## src/hw/sdram_cmd_pkg.sv

```systemverilog
package sdram_cmd_pkg;

  // ------------------------------
  // SDRAM command encoding
  // ------------------------------
  typedef enum logic [2:0] {
    CMD_MRST = 3'd0,  // Mode register set
    CMD_ARSR = 3'd1,  // Auto refresh
    CMD_PRCH = 3'd2,  // Row close
    CMD_ACTV = 3'd3,  // Row open
    CMD_WRTE = 3'd4,
    CMD_READ = 3'd5,
    CMD_BTRM = 3'd6,  // Burst terminate
    CMD_NOOP = 3'd7
  } cmd_t;

  // ------------------------------
  // Address fields
  // ------------------------------
  localparam int HOST_ADDR_W = 26;
  localparam int ROW_W       = 12;  // Bits 25..14
  localparam int BANK_W      = 2;   // Bits 13..12
  localparam int COL_W       = 12;  // Bits 11..0
  localparam int PAGE_W      = ROW_W + BANK_W;
  localparam int SD_ADDR_W   = 13;

  localparam logic [SD_ADDR_W-1:0] PRCH_ALL_ADDR = 13'h0400;  // A10 set

  // ------------------------------
  // Command spacing
  // ------------------------------
  localparam int SPACE_CNT_W = 4;

  localparam logic [SPACE_CNT_W-1:0] SPACE_AFTER_ARSR = 4'd3;
  localparam logic [SPACE_CNT_W-1:0] SPACE_AFTER_ACTV = 4'd12;
  localparam logic [SPACE_CNT_W-1:0] SPACE_AFTER_RW   = 4'd11;
  localparam logic [SPACE_CNT_W-1:0] SPACE_IDLE       = 4'd14;

  // Either value of a pair ends the wait
  localparam logic [SPACE_CNT_W-1:0] SPACE_DONE_NORM_LO  = 4'd13;
  localparam logic [SPACE_CNT_W-1:0] SPACE_DONE_NORM_HI  = 4'd14;
  localparam logic [SPACE_CNT_W-1:0] SPACE_DONE_DELAY_LO = 4'd14;
  localparam logic [SPACE_CNT_W-1:0] SPACE_DONE_DELAY_HI = 4'd15;

  localparam int ACTV_WAIT_W = 3;  // Top bit set when the wait is over

endpackage
```

## src/hw/sdram_cmd_top.sv

```systemverilog
`timescale 1ns/1ns

module sdram_cmd_top
  import sdram_cmd_pkg::*;
(
  input  logic                   INPUT_CLK,
  input  logic                   RST,
  input  logic                   refresh_strobe,
  input  logic                   req_rand,
  input  logic                   we_rand,
  input  logic                   req_bulk,
  input  logic                   we_bulk,
  input  logic [HOST_ADDR_W-1:0] addr_rand,
  input  logic [HOST_ADDR_W-1:0] addr_bulk,
  output logic                   grant_rand,
  output logic                   grant_bulk,
  output cmd_t                   sd_cmd,
  output logic [SD_ADDR_W-1:0]   sd_addr,
  output logic [BANK_W-1:0]      sd_bank
);

  logic              hit_rand;
  logic              hit_bulk;
  logic              hit_any;
  logic              issue;
  cmd_t              issued_cmd;
  logic [PAGE_W-1:0] page_current;
  logic              slot_free;
  logic              page_active;
  logic              open_is_write;
  logic              open_is_rw;
  logic              refresh_time;
  logic              change_ok;
  logic              actv_done;

  page_match u_page_match (
    .INPUT_CLK    (INPUT_CLK),
    .RST          (RST),
    .req_rand     (req_rand),
    .req_bulk     (req_bulk),
    .addr_rand    (addr_rand),
    .addr_bulk    (addr_bulk),
    .refresh_time (refresh_time),
    .page_active  (page_active),
    .page_current (page_current),
    .hit_rand     (hit_rand),
    .hit_bulk     (hit_bulk),
    .hit_any      (hit_any)
  );

  timing_tracker u_timing_tracker (
    .INPUT_CLK      (INPUT_CLK),
    .RST            (RST),
    .refresh_strobe (refresh_strobe),
    .issue          (issue),
    .issued_cmd     (issued_cmd),
    .hit_any        (hit_any),
    .slot_free      (slot_free),
    .page_active    (page_active),
    .open_is_write  (open_is_write),
    .open_is_rw     (open_is_rw),
    .refresh_time   (refresh_time),
    .change_ok      (change_ok),
    .actv_done      (actv_done)
  );

  command_issue u_command_issue (
    .INPUT_CLK     (INPUT_CLK),
    .RST           (RST),
    .req_rand      (req_rand),
    .we_rand       (we_rand),
    .req_bulk      (req_bulk),
    .we_bulk       (we_bulk),
    .addr_rand     (addr_rand),
    .addr_bulk     (addr_bulk),
    .hit_rand      (hit_rand),
    .hit_bulk      (hit_bulk),
    .hit_any       (hit_any),
    .slot_free     (slot_free),
    .page_active   (page_active),
    .open_is_write (open_is_write),
    .open_is_rw    (open_is_rw),
    .refresh_time  (refresh_time),
    .change_ok     (change_ok),
    .actv_done     (actv_done),
    .sd_cmd        (sd_cmd),
    .sd_addr       (sd_addr),
    .sd_bank       (sd_bank),
    .grant_rand    (grant_rand),
    .grant_bulk    (grant_bulk),
    .issue         (issue),
    .issued_cmd    (issued_cmd),
    .page_current  (page_current)
  );

endmodule

```

## src/hw/command_issue.sv

```systemverilog
`timescale 1ns/1ns

module command_issue
  import sdram_cmd_pkg::*;
(
  input  logic                   INPUT_CLK,
  input  logic                   RST,
  input  logic                   req_rand,
  input  logic                   we_rand,
  input  logic                   req_bulk,
  input  logic                   we_bulk,
  input  logic [HOST_ADDR_W-1:0] addr_rand,
  input  logic [HOST_ADDR_W-1:0] addr_bulk,
  input  logic                   hit_rand,
  input  logic                   hit_bulk,
  input  logic                   hit_any,
  input  logic                   slot_free,
  input  logic                   page_active,
  input  logic                   open_is_write,
  input  logic                   open_is_rw,
  input  logic                   refresh_time,
  input  logic                   change_ok,
  input  logic                   actv_done,
  output cmd_t                   sd_cmd,
  output logic [SD_ADDR_W-1:0]   sd_addr,
  output logic [BANK_W-1:0]      sd_bank,
  output logic                   grant_rand,
  output logic                   grant_bulk,
  output logic                   issue,
  output cmd_t                   issued_cmd,
  output logic [PAGE_W-1:0]      page_current
);

  logic                   req_rand_q;
  logic                   we_rand_q;
  logic                   req_bulk_q;
  logic                   we_bulk_q;
  logic [HOST_ADDR_W-1:0] addr_bulk_q;
  logic [HOST_ADDR_W-1:0] addr_sel;
  logic [ROW_W-1:0]       row_sel;
  logic                   write_match;
  logic                   on_page_ok;
  logic                   override_ok;
  logic                   is_prch;
  cmd_t                   cmd_non_rw;
  logic [SD_ADDR_W-1:0]   sd_addr_d;

  // ------------------------------
  // Issue decision
  // ------------------------------
  assign write_match = req_bulk_q ? we_bulk_q : (req_rand_q && we_rand_q);

  // Back to back on the open page, same direction only
  assign on_page_ok = slot_free && open_is_rw && (open_is_write == write_match);

  assign override_ok = slot_free && change_ok &&
                       (req_rand_q || req_bulk_q || refresh_time);

  assign issue = (hit_any && on_page_ok) || override_ok;

  always_comb
  begin
    if (page_active)
      cmd_non_rw = actv_done ? CMD_PRCH : CMD_NOOP;  // Row must settle first
    else if (refresh_time)
      cmd_non_rw = CMD_ARSR;
    else
      cmd_non_rw = CMD_ACTV;
  end

  assign issued_cmd = hit_any ? (write_match ? CMD_WRTE : CMD_READ) : cmd_non_rw;

  // ------------------------------
  // Address forming
  // ------------------------------
  assign addr_sel = req_bulk_q ? addr_bulk_q : addr_rand;
  assign row_sel  = addr_sel[HOST_ADDR_W-1:HOST_ADDR_W-ROW_W];
  assign is_prch  = page_active && !hit_any;

  always_comb
  begin
    if (is_prch)
      sd_addr_d = PRCH_ALL_ADDR;
    else if (hit_any)
      sd_addr_d = {addr_sel[COL_W-1:0], 1'b0};  // Column in 16-bit words
    else
      sd_addr_d = {row_sel[ROW_W-1:10], 1'b0, row_sel[9:0]};
  end

  always_ff @(posedge INPUT_CLK)
  begin
    addr_bulk_q <= addr_bulk;
  end

  always_ff @(posedge INPUT_CLK)
  begin
    if (!RST)
    begin
      req_rand_q   <= 1'b0;
      we_rand_q    <= 1'b0;
      req_bulk_q   <= 1'b0;
      we_bulk_q    <= 1'b0;
      sd_cmd       <= CMD_NOOP;
      sd_addr      <= PRCH_ALL_ADDR;
      sd_bank      <= '0;
      page_current <= '0;
      grant_rand   <= 1'b0;
      grant_bulk   <= 1'b0;
    end
    else
    begin
      req_rand_q <= req_rand;
      we_rand_q  <= we_rand;
      req_bulk_q <= req_bulk;
      we_bulk_q  <= we_bulk;

      sd_cmd  <= issue ? issued_cmd : CMD_NOOP;
      sd_addr <= sd_addr_d;

      // New page on ACTV, the ARSR update is harmless with no page open
      if (issue && !is_prch && !hit_any)
      begin
        page_current <= addr_sel[HOST_ADDR_W-1:COL_W];
        sd_bank      <= addr_sel[COL_W+BANK_W-1:COL_W];
      end

      grant_rand <= issue && hit_rand;
      grant_bulk <= issue && hit_bulk;
    end
  end

endmodule

```

## src/hw/timing_tracker.sv

```systemverilog
`timescale 1ns/1ns

module timing_tracker
  import sdram_cmd_pkg::*;
(
  input  logic INPUT_CLK,
  input  logic RST,
  input  logic refresh_strobe,
  input  logic issue,
  input  cmd_t issued_cmd,
  input  logic hit_any,
  output logic slot_free,
  output logic page_active,
  output logic open_is_write,
  output logic open_is_rw,
  output logic refresh_time,
  output logic change_ok,
  output logic actv_done
);

  cmd_t                   cmd_latched;
  logic                   strobe_ack;
  logic                   extra_pass;
  logic                   change_n;
  logic                   change_next_n;
  logic                   done_norm;
  logic                   done_delay;
  logic [SPACE_CNT_W-1:0] space_cnt;
  logic [ACTV_WAIT_W-1:0] actv_wait;

  assign done_norm  = (space_cnt == SPACE_DONE_NORM_LO) ||
                      (space_cnt == SPACE_DONE_NORM_HI);
  assign done_delay = (space_cnt == SPACE_DONE_DELAY_LO) ||
                      (space_cnt == SPACE_DONE_DELAY_HI);

  assign change_ok = !change_n;
  assign actv_done = actv_wait[ACTV_WAIT_W-1];

  always_comb
  begin
    if (!slot_free)
      change_next_n = 1'b1;
    else if (hit_any)
      change_next_n = !done_norm;
    else if (extra_pass)
      change_next_n = 1'b1;  // Refresh takes a second lap
    else if (page_active && open_is_write)
      change_next_n = !done_delay;  // Write recovery before PRCH
    else
      change_next_n = !done_norm;
  end

  always_ff @(posedge INPUT_CLK)
  begin
    if (!RST)
    begin
      cmd_latched   <= CMD_NOOP;
      slot_free     <= 1'b1;
      page_active   <= 1'b0;
      open_is_write <= 1'b0;
      open_is_rw    <= 1'b0;
      refresh_time  <= 1'b0;
      strobe_ack    <= 1'b0;
      extra_pass    <= 1'b0;
      change_n      <= 1'b1;
      space_cnt     <= SPACE_IDLE;
      actv_wait     <= '1;
    end
    else
    begin
      cmd_latched  <= issue ? issued_cmd : CMD_NOOP;
      slot_free    <= !issue;  // Command slot, then forced NOOP
      refresh_time <= strobe_ack ^ refresh_strobe;

      if (!slot_free && cmd_latched == CMD_ACTV)
        actv_wait <= '0;
      else if (!actv_done)
        actv_wait <= actv_wait + ACTV_WAIT_W'(1);

      // ------------------------------
      // Bank state and spacing load
      // ------------------------------
      if (!slot_free)
      begin
        if (cmd_latched == CMD_ACTV)
          page_active <= 1'b1;
        if (cmd_latched == CMD_PRCH)
          page_active <= 1'b0;
        if (cmd_latched == CMD_WRTE)
          open_is_write <= 1'b1;
        else if (cmd_latched != CMD_NOOP)
          open_is_write <= 1'b0;
        if (cmd_latched == CMD_ARSR)
        begin
          strobe_ack <= refresh_strobe;  // Refresh served
          extra_pass <= 1'b1;
        end

        case (cmd_latched)
          CMD_ARSR: space_cnt <= SPACE_AFTER_ARSR;
          CMD_ACTV: space_cnt <= SPACE_AFTER_ACTV;
          CMD_NOOP: space_cnt <= SPACE_IDLE;
          default:  space_cnt <= SPACE_AFTER_RW;
        endcase
      end
      else
      begin
        space_cnt <= space_cnt + SPACE_CNT_W'(change_n);  // Holds once done
        if (space_cnt == '0)
          extra_pass <= 1'b0;
      end

      if (issue)
      begin
        change_n   <= 1'b1;
        open_is_rw <= hit_any;
      end
      else
        change_n <= change_next_n;
    end
  end

endmodule

```

## src/hw/page_match.sv

```systemverilog
`timescale 1ns/1ns

module page_match
  import sdram_cmd_pkg::*;
(
  input  logic                   INPUT_CLK,
  input  logic                   RST,
  input  logic                   req_rand,
  input  logic                   req_bulk,
  input  logic [HOST_ADDR_W-1:0] addr_rand,
  input  logic [HOST_ADDR_W-1:0] addr_bulk,
  input  logic                   refresh_time,
  input  logic                   page_active,
  input  logic [PAGE_W-1:0]      page_current,
  output logic                   hit_rand,
  output logic                   hit_bulk,
  output logic                   hit_any
);

  logic [HOST_ADDR_W-1:0] addr_bulk_q;
  logic [PAGE_W-1:0]      page_rand;
  logic [PAGE_W-1:0]      page_bulk_live;
  logic [PAGE_W-1:0]      page_bulk_q;
  logic                   page_usable;
  logic                   hit_rand_d;
  logic                   hit_bulk_d;

  assign page_rand      = addr_rand[HOST_ADDR_W-1:COL_W];
  assign page_bulk_live = addr_bulk[HOST_ADDR_W-1:COL_W];
  assign page_bulk_q    = addr_bulk_q[HOST_ADDR_W-1:COL_W];

  // No hits while refresh waits, so the page gets closed
  assign page_usable = page_active && !refresh_time;

  // Bulk wins, random only hits on an idle bulk port
  assign hit_rand_d = req_rand && !req_bulk && page_usable &&
                      (page_rand == page_current);

  // Live page is checked too, so a new address right after a grant
  // is not taken for the old one
  assign hit_bulk_d = req_bulk && page_usable &&
                      (page_bulk_q == page_current) &&
                      (page_bulk_live == page_current);

  always_ff @(posedge INPUT_CLK)
  begin
    addr_bulk_q <= addr_bulk;
  end

  always_ff @(posedge INPUT_CLK)
  begin
    if (!RST)
    begin
      hit_rand <= 1'b0;
      hit_bulk <= 1'b0;
      hit_any  <= 1'b0;
    end
    else
    begin
      hit_rand <= hit_rand_d;
      hit_bulk <= hit_bulk_d;
      hit_any  <= hit_rand_d || hit_bulk_d;
    end
  end

endmodule

```

## config.mk

```make
export PLATFORM = sky130hd
export DESIGN_NAME = sdram_cmd_top
export DESIGN_NICKNAME = d
export VERILOG_FILES = /design/src/hw/sdram_cmd_pkg.sv /design/src/hw/sdram_cmd_top.sv /design/src/hw/command_issue.sv /design/src/hw/timing_tracker.sv /design/src/hw/page_match.sv
export SDC_FILE = /design/constraint.sdc
export NUM_CORES = 1
export LEC_CHECK = 0
export BUFFER_PORTS_ARGS = -buffer_cell sky130_fd_sc_hd__buf_2
export CAP_MARGIN = 10
export CORE_MARGIN = 1
export CORE_UTILIZATION = 53
export DETAILED_ROUTE_END_ITERATION = 12
export PLACE_DENSITY = 0.88
export SLEW_MARGIN = 20
export SYNTH_ARGS = -nofsm -noshare
export SYNTH_HDL_FRONTEND = slang
export SYNTH_SLANG_ARGS = --single-unit
```

## constraint.sdc

```tcl
create_clock -name INPUT_CLK -period 1.7 [get_ports INPUT_CLK]
set_input_delay 0.34 -clock INPUT_CLK [delete_from_list [all_inputs] [get_ports INPUT_CLK]]
set_output_delay 0.34 -clock INPUT_CLK [all_outputs]
set_load 0.01 [all_outputs]
```

After elaboration in Yosys (flattened, before gate mapping)
Cells that the tools add are included.
{"block": "totals", "ff_bits": 82, "elab_cells": 115, "input_bits": 59, "output_inout_bits": 20}
{"block": "classes", "bitwise_logic": 3, "n_mux": 22, "n_reduce_logical": 47, "n_eq_ne": 15, "add_sub_neg": 2}
{"op": "14-bit equality test", "count": 3}
{"op": "26-bit 2-to-1 mux", "count": 1}
{"op": "1-bit logical AND", "count": 20}
{"op": "3-bit 2-to-1 mux", "count": 5}
{"op": "13-bit 2-to-1 mux", "count": 1}
{"op": "4-bit equality test (second input constant)", "count": 3}
{"op": "1-bit 2-to-1 mux", "count": 12}
{"op": "4-bit one-hot mux with 3 select lines", "count": 1}
{"op": "2-bit AND reduction", "count": 5}
{"op": "1-bit zero test", "count": 9}
{"op": "3-bit by 2-bit equality test with 1-bit output (second input constant)", "count": 2}
{"op": "3-bit equality test (second input constant)", "count": 2}
{"op": "1-bit logical OR", "count": 6}
{"op": "2-bit nonzero test", "count": 3}
{"op": "3-bit OR reduction", "count": 2}
{"op": "4-bit by 1-bit adder with 4-bit output", "count": 1}
{"op": "4-bit zero test", "count": 1}
{"op": "4-bit 2-to-1 mux", "count": 1}
{"op": "2-bit inequality test (second input constant)", "count": 2}
{"op": "3-bit by 1-bit adder with 3-bit output (second input constant)", "count": 1}
{"op": "3-bit by 1-bit equality test with 1-bit output (second input constant)", "count": 1}
{"op": "3-bit inequality test (second input constant)", "count": 1}
{"op": "2-bit 2-to-1 mux", "count": 1}
{"op": "1-bit NOT", "count": 2}
{"op": "other kinds (3)", "count": 3}

Logic depth before layout (Yosys ltp)
{"block": "logic_depth", "word_depth": 8, "mapped_depth": 7, "ltp_nobuf": 5}

Modules after synthesis
Synthesis repeated with hierarchy kept, for this count alone.
{"block": "hier_totals", "hier_cells": 327, "area_unflattened_um2": 3622.2}
{"mod": "command_issue", "seq_area_each_um2": 1241.2, "cells_per_inst": 177, "instances": 1, "area_per_inst_um2": 2083.2}
{"mod": "page_match", "seq_area_each_um2": 340.3, "cells_per_inst": 78, "instances": 1, "area_per_inst_um2": 802.0}
{"mod": "timing_tracker", "seq_area_each_um2": 360.3, "cells_per_inst": 72, "instances": 1, "area_per_inst_um2": 737.0}

Least setup slack after synthesis
OpenSTA, ideal clock, no wires.
{"block": "synth_timing", "kind": "reg2reg", "start": "register u_page_match.hit_any", "end": "register u_command_issue.page_current[10]", "setup_time_ns": 0.116, "t_arrival_ns": 1.374, "path_buffers": 3, "path_slack_ns": 0.209, "path_stages_with_launch": 8, "period_less_slack_ns": 1.491, "required_time_ns": 1.584, "cell_sequence": "dfxtp_1 -> clkbuf_1 -> inv_2 -> and4_1 -> clkbuf_1 -> buf_2 -> nand2_1 -> o211a_1"}
{"block": "synth_between", "elab_chain_cells": 5, "word_cells_on_any_way": 7, "cone_classes": "reduce/logical (7)"}
{"element": "start: declaration", "line_no": "page_match.sv:17", "rtl": "output logic hit_any"}
{"element": "start signal: assignment", "line_no": "page_match.sv:62", "rtl": "hit_any <= hit_rand_d || hit_bulk_d;"}
{"element": "1-bit zero test", "line_no": "command_issue.sv:78, command_issue.sv:121"}
{"element": "1-bit logical AND", "line_no": "command_issue.sv:78", "rtl": "assign is_prch = page_active && !hit_any;"}
{"element": "1-bit zero test", "line_no": "command_issue.sv:121", "rtl": "if (issue && !is_prch && !hit_any)"}
{"element": "1-bit logical AND", "line_no": "command_issue.sv:121"}
{"element": "1-bit logical AND (*)", "line_no": "command_issue.sv:121"}
{"element": "end signal: assignment", "line_no": "command_issue.sv:123", "rtl": "page_current <= addr_sel[HOST_ADDR_W-1:COL_W];"}
{"element": "end: declaration", "line_no": "command_issue.sv:31", "rtl": "output logic [PAGE_W-1:0] page_current"}
Mark *: on every way between the ends. The rest lies on a longest branch, timed or not.
A chain may end at the register's enable or synchronous reset.

Worst setup path in the final report
{"block": "layout_timing", "start": "register u_command_issue.page_current[9]", "end": "register u_page_match.hit_any"}
{"block": "layout_between", "elab_chain_cells": 4, "word_cells_on_any_way": 7, "cone_classes": "eq/ne (3); reduce/logical (4)"}
{"element": "14-bit equality test", "line_no": "page_match.sv:42", "rtl": "(page_bulk_q == page_current) &&"}
{"element": "1-bit logical AND", "line_no": "page_match.sv:41", "rtl": "assign hit_bulk_d = req_bulk && page_usable &&"}
{"element": "1-bit logical AND", "line_no": "page_match.sv:42"}
{"element": "1-bit logical OR (*)", "line_no": "page_match.sv:62"}
Marked as above.

==> reports/qor.yml <==
sta:
  finalHoldViolations: 0
  hold-worst-slack_ns: 0.08034
  max_slew_margin: 0.4359
  worst_pin_slew_ns: 0.8405
  final.setup_skew_ns: 0.01269
  rsz0062_at_grt: "true"
  period_share: 0.9806
  finalSetupViolCount: 0
  final-max-slew-violation-count: 0
  achievable_freq_mhz: 599.9
  period_minus_slack_ns: 1.667
clocking:
  number_of_h_tree_branching_levels: 3
  reg_clk_slew_reported_paths_ns: 0.09
  clk_root_buffer_cell: "sky130_fd_sc_hd__clkbuf_8"
  cts_made_buffers: 9
  cts_hold_buffers: 0
  clock_tree_buf_depth: 2
  tritoncts: "built"
  worst_skew_pair.late_latency_ns: 0.35
  cts_num_sinks: 80
global_route:
  grt_first_pass_wirelength_um: 11630
  maximum_number_of_pins_on_one_net_before_global_route_repair: 38
  antenna_found_initial: 0
  gr-total-overflow: 0
  grt_usage: 0.2432
  first_global_vias: 2489
cells_and_area:
  syn2layout_area_growth_pct: 23.27
  drive_gt1_frac: 0.2805
  postLayoutCoreUtil: 0.6973
  design.final.nets: 467
  finalInstanceArea_um2: 3958
  n_antenna_cell: 0
drt:
  wl_met2_um: 3380
  wl_met1_um: 3363
  detail-route-antenna-nets: 0
  dr.first_iter.drc_count: 163
  drc_errors: 0
  routed.top_layer: "met4"
  detailed_routed_wire_length_on_met3_um: 498
  dr.pass1.iters: 4
  wl_per_cell_um: 15.24
  detail_route.vias_per_cell: 5.550
  routed_wirelength_um: 7346
  total_via_count_after_detailed_routing: 2675
power:
  total_power_mw: 4.493
  ir_worst_vdd_mv: 0.8110
  power.leakage_nw: 1.839
  power_density_nw_per_um2: 1135
logic_synthesis:
  synth_top_cells_by_area: "sky130_fd_sc_hd__dfxtp_1 50%, sky130_fd_sc_hd__xor2_1 6.3%, sky130_fd_sc_hd__mux2i_1 5.9%"
  synth_async_sr_flop_share: 0
  synth.net_count: 381
  ys_seq_area_frac: 0.4988
  xor_xnor_share_of_the_synthesized_area: 0.07366
  synth.largest_area_cell: "sky130_fd_sc_hd__dfxtp_1"
  post_synth_mux_area_share: 0.05924
  synth_warnings: 0
  post_synth_fa_ha_maj_area_fraction: 0.01169
  synth_top_area_frac: 0.4988
  synthesis.area_um2: 3211
  synthFlopType: "sky130_fd_sc_hd__dfxtp_1"
  ys_types: 45
  main_combinational_cell_family_by_area_after_synthesis: "simple AND/OR/NAND/NOR gates"
  synth_seq_cells: 80
  synth_compound_area_frac: 0.1477
  simple_gate_share_of_the_synthesized_area: 0.1785
  syn_inst: 319
  postSynthAreaPerCell_um2: 10.06
  synth-edff-count: 0
hold_path:
  min_path_type: "input pin to register"
floorplan:
  boundaryPins: 79
  die_area_um2: 6373
  rows: 27
  die_h_um: 79.83
  placeableCoreArea_um2: 5675
  die_w_um: 79.83
  initial_utilization: 0.5657
setup_path:
  worstSetupStartpointType: "register"
  critical_path.endpoint_type: "register"
  critical_path_rt_ns: 1.99
  path_class: "register to register"
  setup.reg_to_reg.worst_slack_ns: 0.03
  worst-endpoint-arrival_ns: 1.96
  cp_max_fo: 3
placement:
  post-dp-hpwl_um: 5265
  gpl.final_weighted_congestion: 0.8752
  placement.io_buffers: 78
  post_dp_cell_area_um2: 3727
status:
  status: "completed"
job:
  maxCapViolations: 0
## registers in the layout, summed over array words and instances, names as in the netlist, 3 cells and up
name	flops
u_timing_tracker.cmd_latched	3
u_timing_tracker.actv_wait	3
u_command_issue.sd_addr	13
u_command_issue.page_current	14
u_command_issue.addr_bulk_q	26
u_timing_tracker.space_cnt	4
## power by group
part           internal (mW)  leakage [nW]  switching [mW]
clock                  0.729        0.0966           0.698
sequential              2.07         0.664           0.172
combinational          0.428          1.08           0.401
total                   3.22          1.84            1.27
## per-stage QoR
stage               instances  setup WS (ns)  setup TNS [ns]
floorplan                 319         0.2094               0
global placement          464        0.04706               0
detailed placement        464       -0.02930        -0.02930
CTS                       480       0.009814               0
global route              482        -0.1394         -0.1657
finish                    482        0.03305               0
## worst max-delay path, stage by stage (launching register included)
cell	delay, ns
sky130_fd_sc_hd__dfxtp_2	0.33
sky130_fd_sc_hd__or3_1	0.37
sky130_fd_sc_hd__a222oi_1	0.37
sky130_fd_sc_hd__o2111ai_1	0.19
sky130_fd_sc_hd__nor4_2	0.20
sky130_fd_sc_hd__or2_1	0.15
## synth_stat cells (2+ instances only)
cell and count:
sky130_fd_sc_hd__clkbuf_1 9, sky130_fd_sc_hd__o211a_1 11, sky130_fd_sc_hd__nor2_1 13, sky130_fd_sc_hd__and2_1 8
sky130_fd_sc_hd__buf_2 6, sky130_fd_sc_hd__xnor2_1 4, sky130_fd_sc_hd__nand2_1 22, sky130_fd_sc_hd__o21ai_1 3
sky130_fd_sc_hd__nor2b_1 15, sky130_fd_sc_hd__buf_4 2, sky130_fd_sc_hd__dfxtp_1 80, sky130_fd_sc_hd__nand3_1 10
sky130_fd_sc_hd__ha_1 3, sky130_fd_sc_hd__nor4b_1 3, sky130_fd_sc_hd__mux2i_1 19, sky130_fd_sc_hd__nand2b_1 2
sky130_fd_sc_hd__nor4_1 5, sky130_fd_sc_hd__or3_1 5, sky130_fd_sc_hd__nand4_1 4, sky130_fd_sc_hd__o2111ai_1 2
sky130_fd_sc_hd__inv_2 2, sky130_fd_sc_hd__a211oi_1 24, sky130_fd_sc_hd__xor2_1 23, sky130_fd_sc_hd__and3_1 4
sky130_fd_sc_hd__a21o_1 3, sky130_fd_sc_hd__inv_1 3, sky130_fd_sc_hd__a21oi_1 8, sky130_fd_sc_hd__nor3_1 9
## logic make-up after synthesis
group	Yosys count
AND/OR/NAND/NOR	106
flip-flops	80
AO/OA/AOI/OAI	62
XOR/XNOR	27
buffers and inverters	22
multiplexers	19
adder cells (fa/ha/maj)	3
## path summary, 6_finish.rpt
path,start,end,cells after the start
setup / recovery,u_command_issue.page_current[9],u_page_match.hit_any,5
hold / removal,addr_bulk[6],u_command_issue.addr_bulk_q[6],1
setup reg to reg,u_command_issue.page_current[9],u_page_match.hit_any,5
hold reg to reg,u_page_match.hit_rand,u_command_issue.grant_rand,1
## per-layer routing
metal	global-route usage	vias up
met5	0	-
li1	-	1316
met1	0.3180	1248
met4	0.08571	0
met3	0.06057	10
met2	0.3889	101
## final cells by class
| class | instances | area [um^2] |
|---|---|---|
| sequential | 80 | 1604 |
| inverter | 5 | 18.77 |
| clock inverter | 5 | 62.56 |
| multi-input combinational | 217 | 1520 |
| tap | 72 | 90.09 |
| timing repair buffer | 92 | 520.5 |
| fill | 421 | 1718 |
| clock buffer | 11 | 141.4 |
## timing repair
| action | in CTS | in global routing |
|---|---|---|
| endpoints found under the setup margin | 0 | 8 |
| buffers inserted | 0 | 2 |
| resized for setup | 0 | 4 |
## placed cells by master (no fill, tap or decap), types with 10 or more instances in the layout
cell                       netlist  final
sky130_fd_sc_hd__buf_2           6     78
sky130_fd_sc_hd__nor2b_1        15     15
sky130_fd_sc_hd__xor2_1         23     23
sky130_fd_sc_hd__buf_4           2     12
sky130_fd_sc_hd__a211oi_1       24     24
sky130_fd_sc_hd__o211a_1        11     11
sky130_fd_sc_hd__nand3_1        10     10
sky130_fd_sc_hd__dfxtp_1        80     78
sky130_fd_sc_hd__nor2_1         13     13
sky130_fd_sc_hd__mux2i_1        19     19
sky130_fd_sc_hd__nand2_1        22     22
sky130_fd_sc_hd__clkbuf_8        0     10
(Power assumes the default switching activity.)
